[config.mk]
export PLATFORM = sky130hd
export DESIGN_NAME = console_top
export DESIGN_NICKNAME = d
export VERILOG_FILES = /design/src/common/console_pkg.sv /design/src/common/spy_pkg.sv /design/src/common/spy_if.sv /design/src/hw/console_top.sv /design/src/hw/fetch_seq.sv /design/src/hw/overlord/overlord.sv /design/src/hw/spy_decode.sv
export SDC_FILE = /design/constraint.sdc
export NUM_CORES = 1
export LEC_CHECK = 0
export BUFFER_PORTS_ARGS = -buffer_cell sky130_fd_sc_hd__buf_2
export CAP_MARGIN = 5
export CORE_ASPECT_RATIO = 1.2
export CORE_UTILIZATION = 53
export CTS_CLUSTER_DIAMETER = 50
export DETAILED_ROUTE_END_ITERATION = 8
export PLACE_DENSITY_LB_ADDON = 0.1
export REMOVE_ABC_BUFFERS = 1
export SYNTH_ARGS = -nofsm -noshare
export SYNTH_HDL_FRONTEND = slang
export SYNTH_HIERARCHICAL = 1
export SYNTH_SLANG_ARGS = --single-unit
[constraint.sdc]
create_clock -name clk -period 2.7 [get_ports clk]
set_input_delay 0.54 -clock clk [delete_from_list [all_inputs] [get_ports clk]]
set_output_delay 0.54 -clock clk [all_outputs]
set_load 0.02 [all_outputs]
[src/common/console_pkg.sv]
// Console package
// Field layouts of the console control registers, the status word
// returned on the spy bus and the machine cycle states
package console_pkg;

   // Mode register, spy bits 5..2
   typedef struct packed {
      logic promdisable;
      logic trapenb;
      logic stathenb;
      logic errstop;
   } mode_reg_t;

   // Opcode control, spy bits 2..0
   typedef struct packed {
      logic opcinh;
      logic opcclk;
      logic lpc_hold;
   } opc_reg_t;

   // Clock control, spy bits 4..0
   typedef struct packed {
      logic ldstat;
      logic idebug;
      logic nop11;
      logic step;
      logic run;
   } clk_reg_t;

   //////////////////////////////
   // Status word, 16 bits
   //////////////////////////////
   typedef struct packed {
      logic [4:0] reserved;
      logic       promdisabled;
      logic       errstop;
      logic       idebug;
      logic       nop11;
      logic       opcinh;
      logic       opcclk;
      logic       lpc_hold;
      logic       srun;
      logic       ssdone;
      logic       stathalt;
      logic       machrun;
   } status_t;

   // Machine cycle, one instruction per lap
   typedef enum logic [1:0] {
      ST_FETCH  = 2'd0,
      ST_DECODE = 2'd1,
      ST_EXEC   = 2'd2,
      ST_WRITE  = 2'd3
   } mstate_t;

endpackage

[src/common/spy_pkg.sv]
// Spy bus package
// Widths, register addresses and word types of the debug spy bus
// used by the host to write and read the console registers
package spy_pkg;

   localparam int SPY_WIDTH      = 16;
   localparam int SPY_ADDR_WIDTH = 4;

   typedef logic [SPY_WIDTH-1:0]      spy_word_t;
   typedef logic [SPY_ADDR_WIDTH-1:0] spy_addr_t;

   //////////////////////////////
   // Write addresses
   //////////////////////////////
   localparam spy_addr_t SPY_LDSCRATCH1 = 4'd0;
   localparam spy_addr_t SPY_LDSCRATCH2 = 4'd1;
   localparam spy_addr_t SPY_LDMODE     = 4'd2;
   localparam spy_addr_t SPY_LDOPC      = 4'd3;
   localparam spy_addr_t SPY_LDCLK      = 4'd4;

   //////////////////////////////
   // Read addresses
   //////////////////////////////
   localparam spy_addr_t SPY_RD_SCRATCH = 4'd8;
   localparam spy_addr_t SPY_RD_STATUS  = 4'd9;
   localparam spy_addr_t SPY_RD_MODE    = 4'd10;

   // Scratch contents after reset
   localparam spy_word_t SCRATCH_RESET = 16'h1234;

endpackage

[src/common/spy_if.sv]
// Spy write interface
// Carries the spy write data and the one-hot register load strobes
// from the spy decoder to the console registers
interface spy_if
   import spy_pkg::*;
();

   spy_word_t wdata;
   logic      ldscratch1;
   logic      ldscratch2;
   logic      ldmode;
   logic      ldopc;
   logic      ldclk;

   modport decoder (
      output wdata,
      output ldscratch1,
      output ldscratch2,
      output ldmode,
      output ldopc,
      output ldclk
   );

   modport console (
      input wdata,
      input ldscratch1,
      input ldscratch2,
      input ldmode,
      input ldopc,
      input ldclk
   );

endinterface

[src/hw/console_top.sv]
// Console top level
// Spy decoder, overlord and fetch sequencer of the console section,
// with the spy bus and control lines brought out as plain ports
module console_top
   import spy_pkg::*;
   import console_pkg::*;
(
   input  logic      clk,
   input  logic      reset,
   input  spy_addr_t spy_addr,
   input  logic      spy_wr,
   input  spy_word_t spy_wdata,
   input  logic      boot,
   input  logic      errhalt,
   input  logic      statstop,
   input  logic      mem_wait,
   input  logic      set_promdisable,
   output spy_word_t spy_rdata,
   output logic      machrun,
   output logic      ssdone,
   output logic      errstop,
   output logic      promdisabled,
   output spy_word_t instr_count,
   output mstate_t   mstate
);

   spy_word_t scratch;
   mode_reg_t mode;
   status_t   status;
   logic      state_fetch;

   spy_if spy_bus ();

   spy_decode u_spy_decode (
      .clk       (clk),
      .reset     (reset),
      .spy_addr  (spy_addr),
      .spy_wr    (spy_wr),
      .spy_wdata (spy_wdata),
      .spy       (spy_bus.decoder),
      .scratch   (scratch),
      .status    (status),
      .mode      (mode),
      .spy_rdata (spy_rdata)
   );

   overlord u_overlord (
      .clk             (clk),
      .reset           (reset),
      .spy             (spy_bus.console),
      .boot            (boot),
      .errhalt         (errhalt),
      .statstop        (statstop),
      .mem_wait        (mem_wait),
      .set_promdisable (set_promdisable),
      .state_fetch     (state_fetch),
      .scratch         (scratch),
      .mode            (mode),
      .status          (status),
      .machrun         (machrun)
   );

   fetch_seq u_fetch_seq (
      .clk         (clk),
      .reset       (reset),
      .machrun     (machrun),
      .state_fetch (state_fetch),
      .mstate      (mstate),
      .instr_count (instr_count)
   );

   // Console lamps taken from the status word
   assign ssdone       = status.ssdone;
   assign errstop      = status.errstop;
   assign promdisabled = status.promdisabled;

endmodule

[src/hw/fetch_seq.sv]
// Fetch sequencer
// Steps the four machine cycle states while machrun is high, flags
// the fetch state and counts fetched instructions
module fetch_seq
   import spy_pkg::*;
   import console_pkg::*;
(
   input  logic      clk,
   input  logic      reset,
   input  logic      machrun,
   output logic      state_fetch,
   output mstate_t   mstate,
   output spy_word_t instr_count
);

   mstate_t next_state;

   //////////////////////////////
   // State ring
   //////////////////////////////
   always_comb begin
      case (mstate)
         ST_FETCH:  next_state = ST_DECODE;
         ST_DECODE: next_state = ST_EXEC;
         ST_EXEC:   next_state = ST_WRITE;
         ST_WRITE:  next_state = ST_FETCH;
         default:   next_state = ST_FETCH;
      endcase
   end

   // Halted machine holds its state
   always_ff @(posedge clk) begin
      if (reset) begin
         mstate <= ST_FETCH;
      end else if (machrun) begin
         mstate <= next_state;
      end
   end

   assign state_fetch = machrun && (mstate == ST_FETCH);

   //////////////////////////////
   // Instruction counter
   //////////////////////////////

   // Wraps at 16 bits
   always_ff @(posedge clk) begin
      if (reset) begin
         instr_count <= '0;
      end else if (state_fetch) begin
         instr_count <= instr_count + 1'b1;
      end
   end

endmodule

[src/hw/overlord/overlord.sv]
// Overlord
// Console register file of the processor: scratch, mode, opcode control
// and clock control. Synchronizes the run and single-step requests and
// forms machrun, which lets the machine cycle advance.
module overlord
   import spy_pkg::*;
   import console_pkg::*;
(
   input  logic      clk,
   input  logic      reset,
   spy_if.console    spy,
   input  logic      boot,
   input  logic      errhalt,
   input  logic      statstop,
   input  logic      mem_wait,
   input  logic      set_promdisable,
   input  logic      state_fetch,
   output spy_word_t scratch,
   output mode_reg_t mode,
   output status_t   status,
   output logic      machrun
);

   opc_reg_t opc;
   clk_reg_t clk_r;
   logic     srun;
   logic     sstep;
   logic     ssdone;
   logic     promdisabled;
   logic     stathalt;

   //////////////////////////////
   // Spy loaded registers
   //////////////////////////////

   // Mode write wins over the PROM disable request
   always_ff @(posedge clk) begin
      if (reset) begin
         mode <= '0;
      end else if (spy.ldmode) begin
         mode <= mode_reg_t'(spy.wdata[5:2]);
      end else if (set_promdisable) begin
         mode.promdisable <= 1'b1;
      end
   end

   always_ff @(posedge clk) begin
      if (reset) begin
         scratch <= SCRATCH_RESET;
      end else if (spy.ldscratch1 || spy.ldscratch2) begin
         scratch <= spy.wdata;
      end
   end

   always_ff @(posedge clk) begin
      if (reset) begin
         opc <= '0;
      end else if (spy.ldopc) begin
         opc <= opc_reg_t'(spy.wdata[2:0]);
      end
   end

   // Boot forces run regardless of a clock control write
   always_ff @(posedge clk) begin
      if (reset) begin
         clk_r <= '0;
      end else begin
         if (spy.ldclk) begin
            clk_r <= clk_reg_t'(spy.wdata[4:0]);
         end
         if (boot) begin
            clk_r.run <= 1'b1;
         end
      end
   end

   //////////////////////////////
   // Run and step control
   //////////////////////////////
   always_ff @(posedge clk) begin
      if (reset) begin
         srun         <= 1'b0;
         sstep        <= 1'b0;
         ssdone       <= 1'b0;
         promdisabled <= 1'b0;
      end else begin
         srun         <= clk_r.run;
         sstep        <= clk_r.step;
         promdisabled <= mode.promdisable;
         // Fetch ends the step, a new step edge rearms it
         if (state_fetch) begin
            ssdone <= sstep;
         end else if (!sstep && clk_r.step) begin
            ssdone <= 1'b0;
         end
      end
   end

   assign stathalt = statstop & mode.stathenb;
   assign machrun  = (sstep & ~ssdone) | (srun & ~errhalt & ~mem_wait & ~stathalt);

   always_comb begin
      status              = '0;
      status.promdisabled = promdisabled;
      status.errstop      = mode.errstop;
      status.idebug       = clk_r.idebug;
      status.nop11        = clk_r.nop11;
      status.opcinh       = opc.opcinh;
      status.opcclk       = opc.opcclk;
      status.lpc_hold     = opc.lpc_hold;
      status.srun         = srun;
      status.ssdone       = ssdone;
      status.stathalt     = stathalt;
      status.machrun      = machrun;
   end

endmodule

[src/hw/spy_decode.sv]
// Spy decoder
// Turns a host write into a single register load strobe and selects
// the read-back word by register address
module spy_decode
   import spy_pkg::*;
   import console_pkg::*;
(
   input  logic      clk,
   input  logic      reset,
   input  spy_addr_t spy_addr,
   input  logic      spy_wr,
   input  spy_word_t spy_wdata,
   spy_if.decoder    spy,
   input  spy_word_t scratch,
   input  status_t   status,
   input  mode_reg_t mode,
   output spy_word_t spy_rdata
);

   // clk and reset only matter for a registered read path, the
   // current decoder answers within the same cycle

   assign spy.wdata = spy_wdata;

   //////////////////////////////
   // Write strobes
   //////////////////////////////
   always_comb begin
      spy.ldscratch1 = 1'b0;
      spy.ldscratch2 = 1'b0;
      spy.ldmode     = 1'b0;
      spy.ldopc      = 1'b0;
      spy.ldclk      = 1'b0;
      if (spy_wr) begin
         case (spy_addr)
            SPY_LDSCRATCH1: spy.ldscratch1 = 1'b1;
            SPY_LDSCRATCH2: spy.ldscratch2 = 1'b1;
            SPY_LDMODE:     spy.ldmode     = 1'b1;
            SPY_LDOPC:      spy.ldopc      = 1'b1;
            SPY_LDCLK:      spy.ldclk      = 1'b1;
            default:        ;
         endcase
      end
   end

   //////////////////////////////
   // Read-back mux
   //////////////////////////////
   always_comb begin
      case (spy_addr)
         SPY_RD_SCRATCH: spy_rdata = scratch;
         SPY_RD_STATUS:  spy_rdata = status;
         // Mode bits sit at the bottom of the word
         SPY_RD_MODE:    spy_rdata = {{(SPY_WIDTH-4){1'b0}}, mode};
         default:        spy_rdata = '0;
      endcase
   end

endmodule

### Word-level counts from Yosys, hierarchy flattened

Index checks and enable logic that the tools add are counted.

| cells by class | value |
|---|---|
| bitwise gates (word level) | 10 |
| reduce and logical (&&, ||, !) cells | 9 |
| equality and inequality tests | 10 |
| $add $sub $neg | 1 |
| multiplexer cells | 18 |

Operators with widths:

| kind | count |
|---|---|
| $pmux 16 s3 | 1 |
| $add 16x1->16 const B | 1 |
| $mux 1 | 16 |
| $eq 4x4->1 const B | 3 |
| $eq 4x2->1 const B | 2 |
| $pmux 2 s4 | 1 |
| $reduce_bool 2->1 | 3 |
| $and 1x1->1 | 5 |
| $eq 2x2->1 const B | 2 |
| $eq 4x1->1 const B | 1 |
| $eq 4x3->1 const B | 1 |
| $logic_not 4->1 | 1 |
| $not 1->1 | 4 |
| $eq 2x1->1 const B | 1 |
| $logic_and 1x1->1 | 2 |
| $logic_not 2->1 | 1 |
| $logic_not 1->1 | 1 |
| $logic_or 1x1->1 | 1 |
| $or 1x1->1 | 1 |

| word-level totals | value |
|---|---|
| flip-flop bits (word level) | 49 |
| input port bits | 28 |
| word-level logic and storage cells | 66 |
| output and inout bits | 38 |

### Depth between registers and ports, before layout

| depth | value |
|---|---|
| word-level depth | 7 |
| gate-level depth with buffers | 7 |
| mapped depth without buffers | 7 |

### By module

The synthesis kept the hierarchy.

By module, submodules not included:

| module | times used | sequential area each (um^2) | area an instance (um^2) | cells each |
|---|---|---|---|---|
| overlord | 1 | 620.6 | 1293.7 | 133 |
| fetch_seq | 1 | 360.3 | 869.6 | 98 |
| spy_decode | 1 | 0.0 | 490.5 | 62 |

### Least setup slack after synthesis

Ideal clock, no wire load.

| timing | value |
|---|---|
| path kind | input to output |
| start point | input port errhalt |
| end point | output port spy_rdata[0] |
| slack | -0.310 ns |
| required time | 2.160 ns |
| arrival time | 2.470 ns |
| buffers on the path | 1 |
| stages on the path | 5 |
| path through | or3b_2 o22ai_1 buf_4 nand2b_1 a211oi_1 |

| between the ends | value |
|---|---|
| longest elaborated chain between the ends | 6 |

Ends and longest elaborated chain:

| what | line | RTL |
|---|---|---|
| from (decl) | console_top.sv:14 | `input logic errhalt,` |
| $not 1->1 | overlord.sv:100 | `assign machrun = (sstep & ~ssdone) \| (srun & ~errhalt & ~mem_wait & ~stathalt);` |
| $and 1x1->1 (3 in a row) | overlord.sv:100 |  |
| $or 1x1->1 | overlord.sv:100 |  |
| net machrun | console_top.sv:19 | `output logic machrun,` |
| $pmux 16 s3 | spy_decode.sv:50 | `case (spy_addr)` |
| to (decl) | console_top.sv:18 | `output spy_word_t spy_rdata,` |

The timed path passes the listed nets, and every way through them passes these cells.

### Final worst setup path

| timing | value |
|---|---|
| start point | register u_overlord.srun |
| end point | output port spy_rdata[0] |

| between the ends | value |
|---|---|
| longest elaborated chain between the ends | 5 |

Ends and longest elaborated chain:

| what | line | RTL |
|---|---|---|
| from (decl) | overlord.sv:26 | `logic srun;` |
| from (signal assigned) | overlord.sv:87 | `srun <= clk_r.run;` |
| $and 1x1->1 (3 in a row) | overlord.sv:100 |  |
| $or 1x1->1 | overlord.sv:100 |  |
| $pmux 16 s3 | spy_decode.sv:50 |  |

Every way passes these cells.

==> flow_summary.yaml <==
run_status:
  status: "completed"
pwr:
  power.switching_w: 0.000309
  p_int_w: 0.000991
  p_leak_nw: 1.21
  pwr-share-comb_pct: 9.3
  power_density_nw_per_um2: 448
  p_clk_share_pct: 33.4
  power_frac_seq_pct: 57.2
  ir_drop_mv: 0.373
  switching_share_pct: 23.8
floorplan:
  io_pins: 66
  rows: 27
  start_util_pct: 56.5
  die_y_um: 79.5
  core_area_um2: 4700
  die_x_um: 66.6
  fp.dieArea_um2: 5300
clock_network:
  clock-sinks: 49
  cts_buffers: 5
  cts_resized: 0
  hold_buffers: 0
  clockBufferDepth: 2
  clkLatencyLatePin_ps: 290
  cts_root_buf: "clkbuf_8"
  clk_pin_slew_worst_paths_ps: 80
  post-cts-setup-buffers: 0
  htreeDepth: 2
  cts_tree: "built"
sta:
  fin_crit_sh_pct: 90.4
  setup-violations-final: 0
  postLayoutSetupSlackWorst_ps: 260
  hold-worst-slack_ps: 467
  slew_viol_final: 0
  hold_violations: 0
  setup_tns_ps: 0
  max_freq_mhz: 410
  skew_ps: 5.48
  rsz0062_at_grt: "false"
  slew_headroom_pct: 46.6
  period_minus_slack_ps: 2440
  worstMarginPinSlew_ps: 796
logic_synthesis:
  synth.avg_cell_area_um2: 9.06
  synth_compound_area_share_pct: 16.0
  yosysSeqAreaShare_pct: 37.0
  synthFlopType: "dfxtp_1"
  ys_warn_count: 6
  synthCells: 293
  synth_fa_ha_area_share_pct: 1.89
  synth_edf_count: 0
  syn-cell-area_um2: 2650
  synth_top_family_by_area: "simple AND/OR/NAND/NOR gates"
  ys_ff_latch: 49
  muxShareOfSynthArea_pct: 5.99
  synthDistinctLibCells: 46
  async_reset_ff_share_pct: 0
  synth-simple-area-share_pct: 22.3
  synth_xor_xnor_area_share_pct: 2.97
routing:
  post_drt_via_cell_ratio: 5.36
  routed.top_layer: "met4"
  via_count: 2089
  ant_nets: 0
  first_iter_violations: 81
  wirelength_met1_mm: 2.41
  routedWlPerCell_um: 13.6
  firstDrtPassIters: 4
  route.detailed.drc: 0
  wl_met3_um: 232
  wl_met2_mm: 2.61
  routed_wirelength_mm: 5.29
critical_path:
  cp.arrival_ps: 1900
  max_stage_delay_ps: 440
  crit_required_ps: 2160
  cp_max_fo: 4
  path_delay_family: "simple AND/OR/NAND/NOR gates"
  end_kind: "primary output"
  crit_chain: "or3b_2 > o22ai_1 > nand2b_1 > a211oi_1 > buf_2"
  start_kind: "register"
  worst_path_max_delay_cell: "or3b_2"
  worst-path-buf-inv: 1
  worstSetupPathType: "reg2out"
cells_and_area:
  final_nets: 364
  drive_above_1_share_pct: 34.0
  antennaDiodeCount: 0
  synthToLayoutAreaGrowth_pct: 9.24
grt:
  first_global_vias: 1885
  grt_pass1_wl_mm: 8.44
  grt_usage_pct: 20.8
  antenna_found_initial: 0
  grt_max_degree: 37
  grt_overflow: 0
placement:
  port_buffers: 65
  gp_congestion: 0.782
  hpwl_mm: 3.77
  pre_cts_slack_ps: 92.9
hold_path:
  hp-class: "reg2reg"
job:
  max_cap_violations: 0
-- synth_stat cells (2+ instances only) --
| cell | n | area [µm²] |
|---|---|---|
| nand3_1 | 2 | 10.0 |
| xnor2_1 | 7 | 61.3 |
| nor4_1 | 2 | 12.5 |
| inv_1 | 9 | 33.8 |
| ha_1 | 4 | 50.1 |
| or3b_2 | 9 | 78.8 |
| dfxtp_1 | 49 | 981 |
| or3b_1 | 4 | 35.0 |
| clkbuf_1 | 6 | 22.5 |
| a22o_2 | 12 | 120 |
| a211o_1 | 5 | 43.8 |
| xor2_1 | 2 | 17.5 |
| buf_4 | 32 | 240 |
| o21a_1 | 5 | 37.5 |
| nand2_1 | 8 | 30.0 |
| nand4_1 | 5 | 31.3 |
| nor3_1 | 8 | 40.0 |
| o21ai_0 | 12 | 60.1 |
| a21oi_1 | 15 | 75.1 |
| mux2_1 | 2 | 22.5 |
| nand2b_4 | 2 | 27.5 |
| mux2i_1 | 11 | 110 |
| nor2_1 | 31 | 116 |
| buf_6 | 5 | 56.3 |
| nor2b_1 | 11 | 68.8 |
| a211oi_1 | 10 | 75.1 |
| buf_1 | 3 | 11.3 |
| nand2b_1 | 4 | 25.0 |
-- cell type report --
class / instances / area (µm²)
Inverter: 9 / 33.8
Sequential cell: 49 / 981
Clock inverter: 1 / 7.51
Tap cell: 58 / 72.6
Fill cell: 455 / 1800
Clock buffer: 6 / 82.6
Timing Repair Buffer: 74 / 393
Multi-Input combinational cell: 193 / 1330
-- path summary, 6_finish.rpt --
| check | startpoint | end | slack (ps) | cells past startpoint |
|---|---|---|---|---|
| hold reg to reg | u_overlord/scratch[5] | u_overlord/scratch[5] | 470 | 1 |
| setup / recovery | u_overlord/srun | spy_rdata[0] | 260 | 5 |
| setup reg to reg | u_overlord/srun | u_fetch_seq/instr_count[15] | 390 | 6 |
| hold / removal | u_overlord/scratch[5] | u_overlord/scratch[5] | 470 | 1 |
-- through the flow --
stage                     cell area [µm²]  total power [W]  instances  utilization [%]
after floorplan                      2340         0.000820        251                -
after global placement               2810         0.000881        383             59.8
after detailed placement             2810         0.000883        383             59.8
after CTS                            2900          0.00132        390             61.7
after global routing                 2900          0.00135        390             61.7
final                                2900          0.00130        390             61.7
-- state kept, by name, indices dropped and copies added (netlist names) --
signal,count
u_overlord/srun,1
u_fetch_seq/mstate,2
u_overlord/status,5
u_overlord/scratch,16
u_overlord/promdisabled,1
u_overlord/ssdone,1
u_overlord/clk_r,2
u_fetch_seq/instr_count,16
u_overlord/mode,4
u_overlord/sstep,1
-- layout by cell type (no fill, tap or decap), types with 6 or more instances in the layout --
master and count:
clkbuf_8 6, a21oi_1 15, xnor2_1 7, nand2_1 8
mux2i_1 11, nor2_1 31, buf_2 65, a22o_2 12
o21ai_0 12, buf_4 9, or3b_2 9, dfxtp_1 49
nor2b_1 11, a211oi_1 10, inv_1 9, nor3_1 7
-- power groups by stage --
stage	Clock, W	Combinational [W]	Sequential [W]
after global placement	0	0.000120	0.000761
after global routing	0.000471	0.000135	0.000746
final	0.000434	0.000122	0.000744
after detailed placement	0	0.000122	0.000761
after floorplan	0	0.0000569	0.000763
after CTS	0.000450	0.000122	0.000744
-- layer usage --
layer	global-route usage, %	up-vias
met2	36.1	47
met4	7.02	0
met1	24.5	976
met3	5.00	4
li1	-	1062
met5	0	-
-- logic make-up after synthesis --
| group | Yosys count |
|---|---|
| compound gates | 61 |
| xor+xnor | 9 |
| fa+ha+maj | 4 |
| buf+inv | 55 |
| flops | 49 |
| mux | 15 |
| other cells | 1 |
| simple gates | 99 |
(Power assumes the default switching activity.)
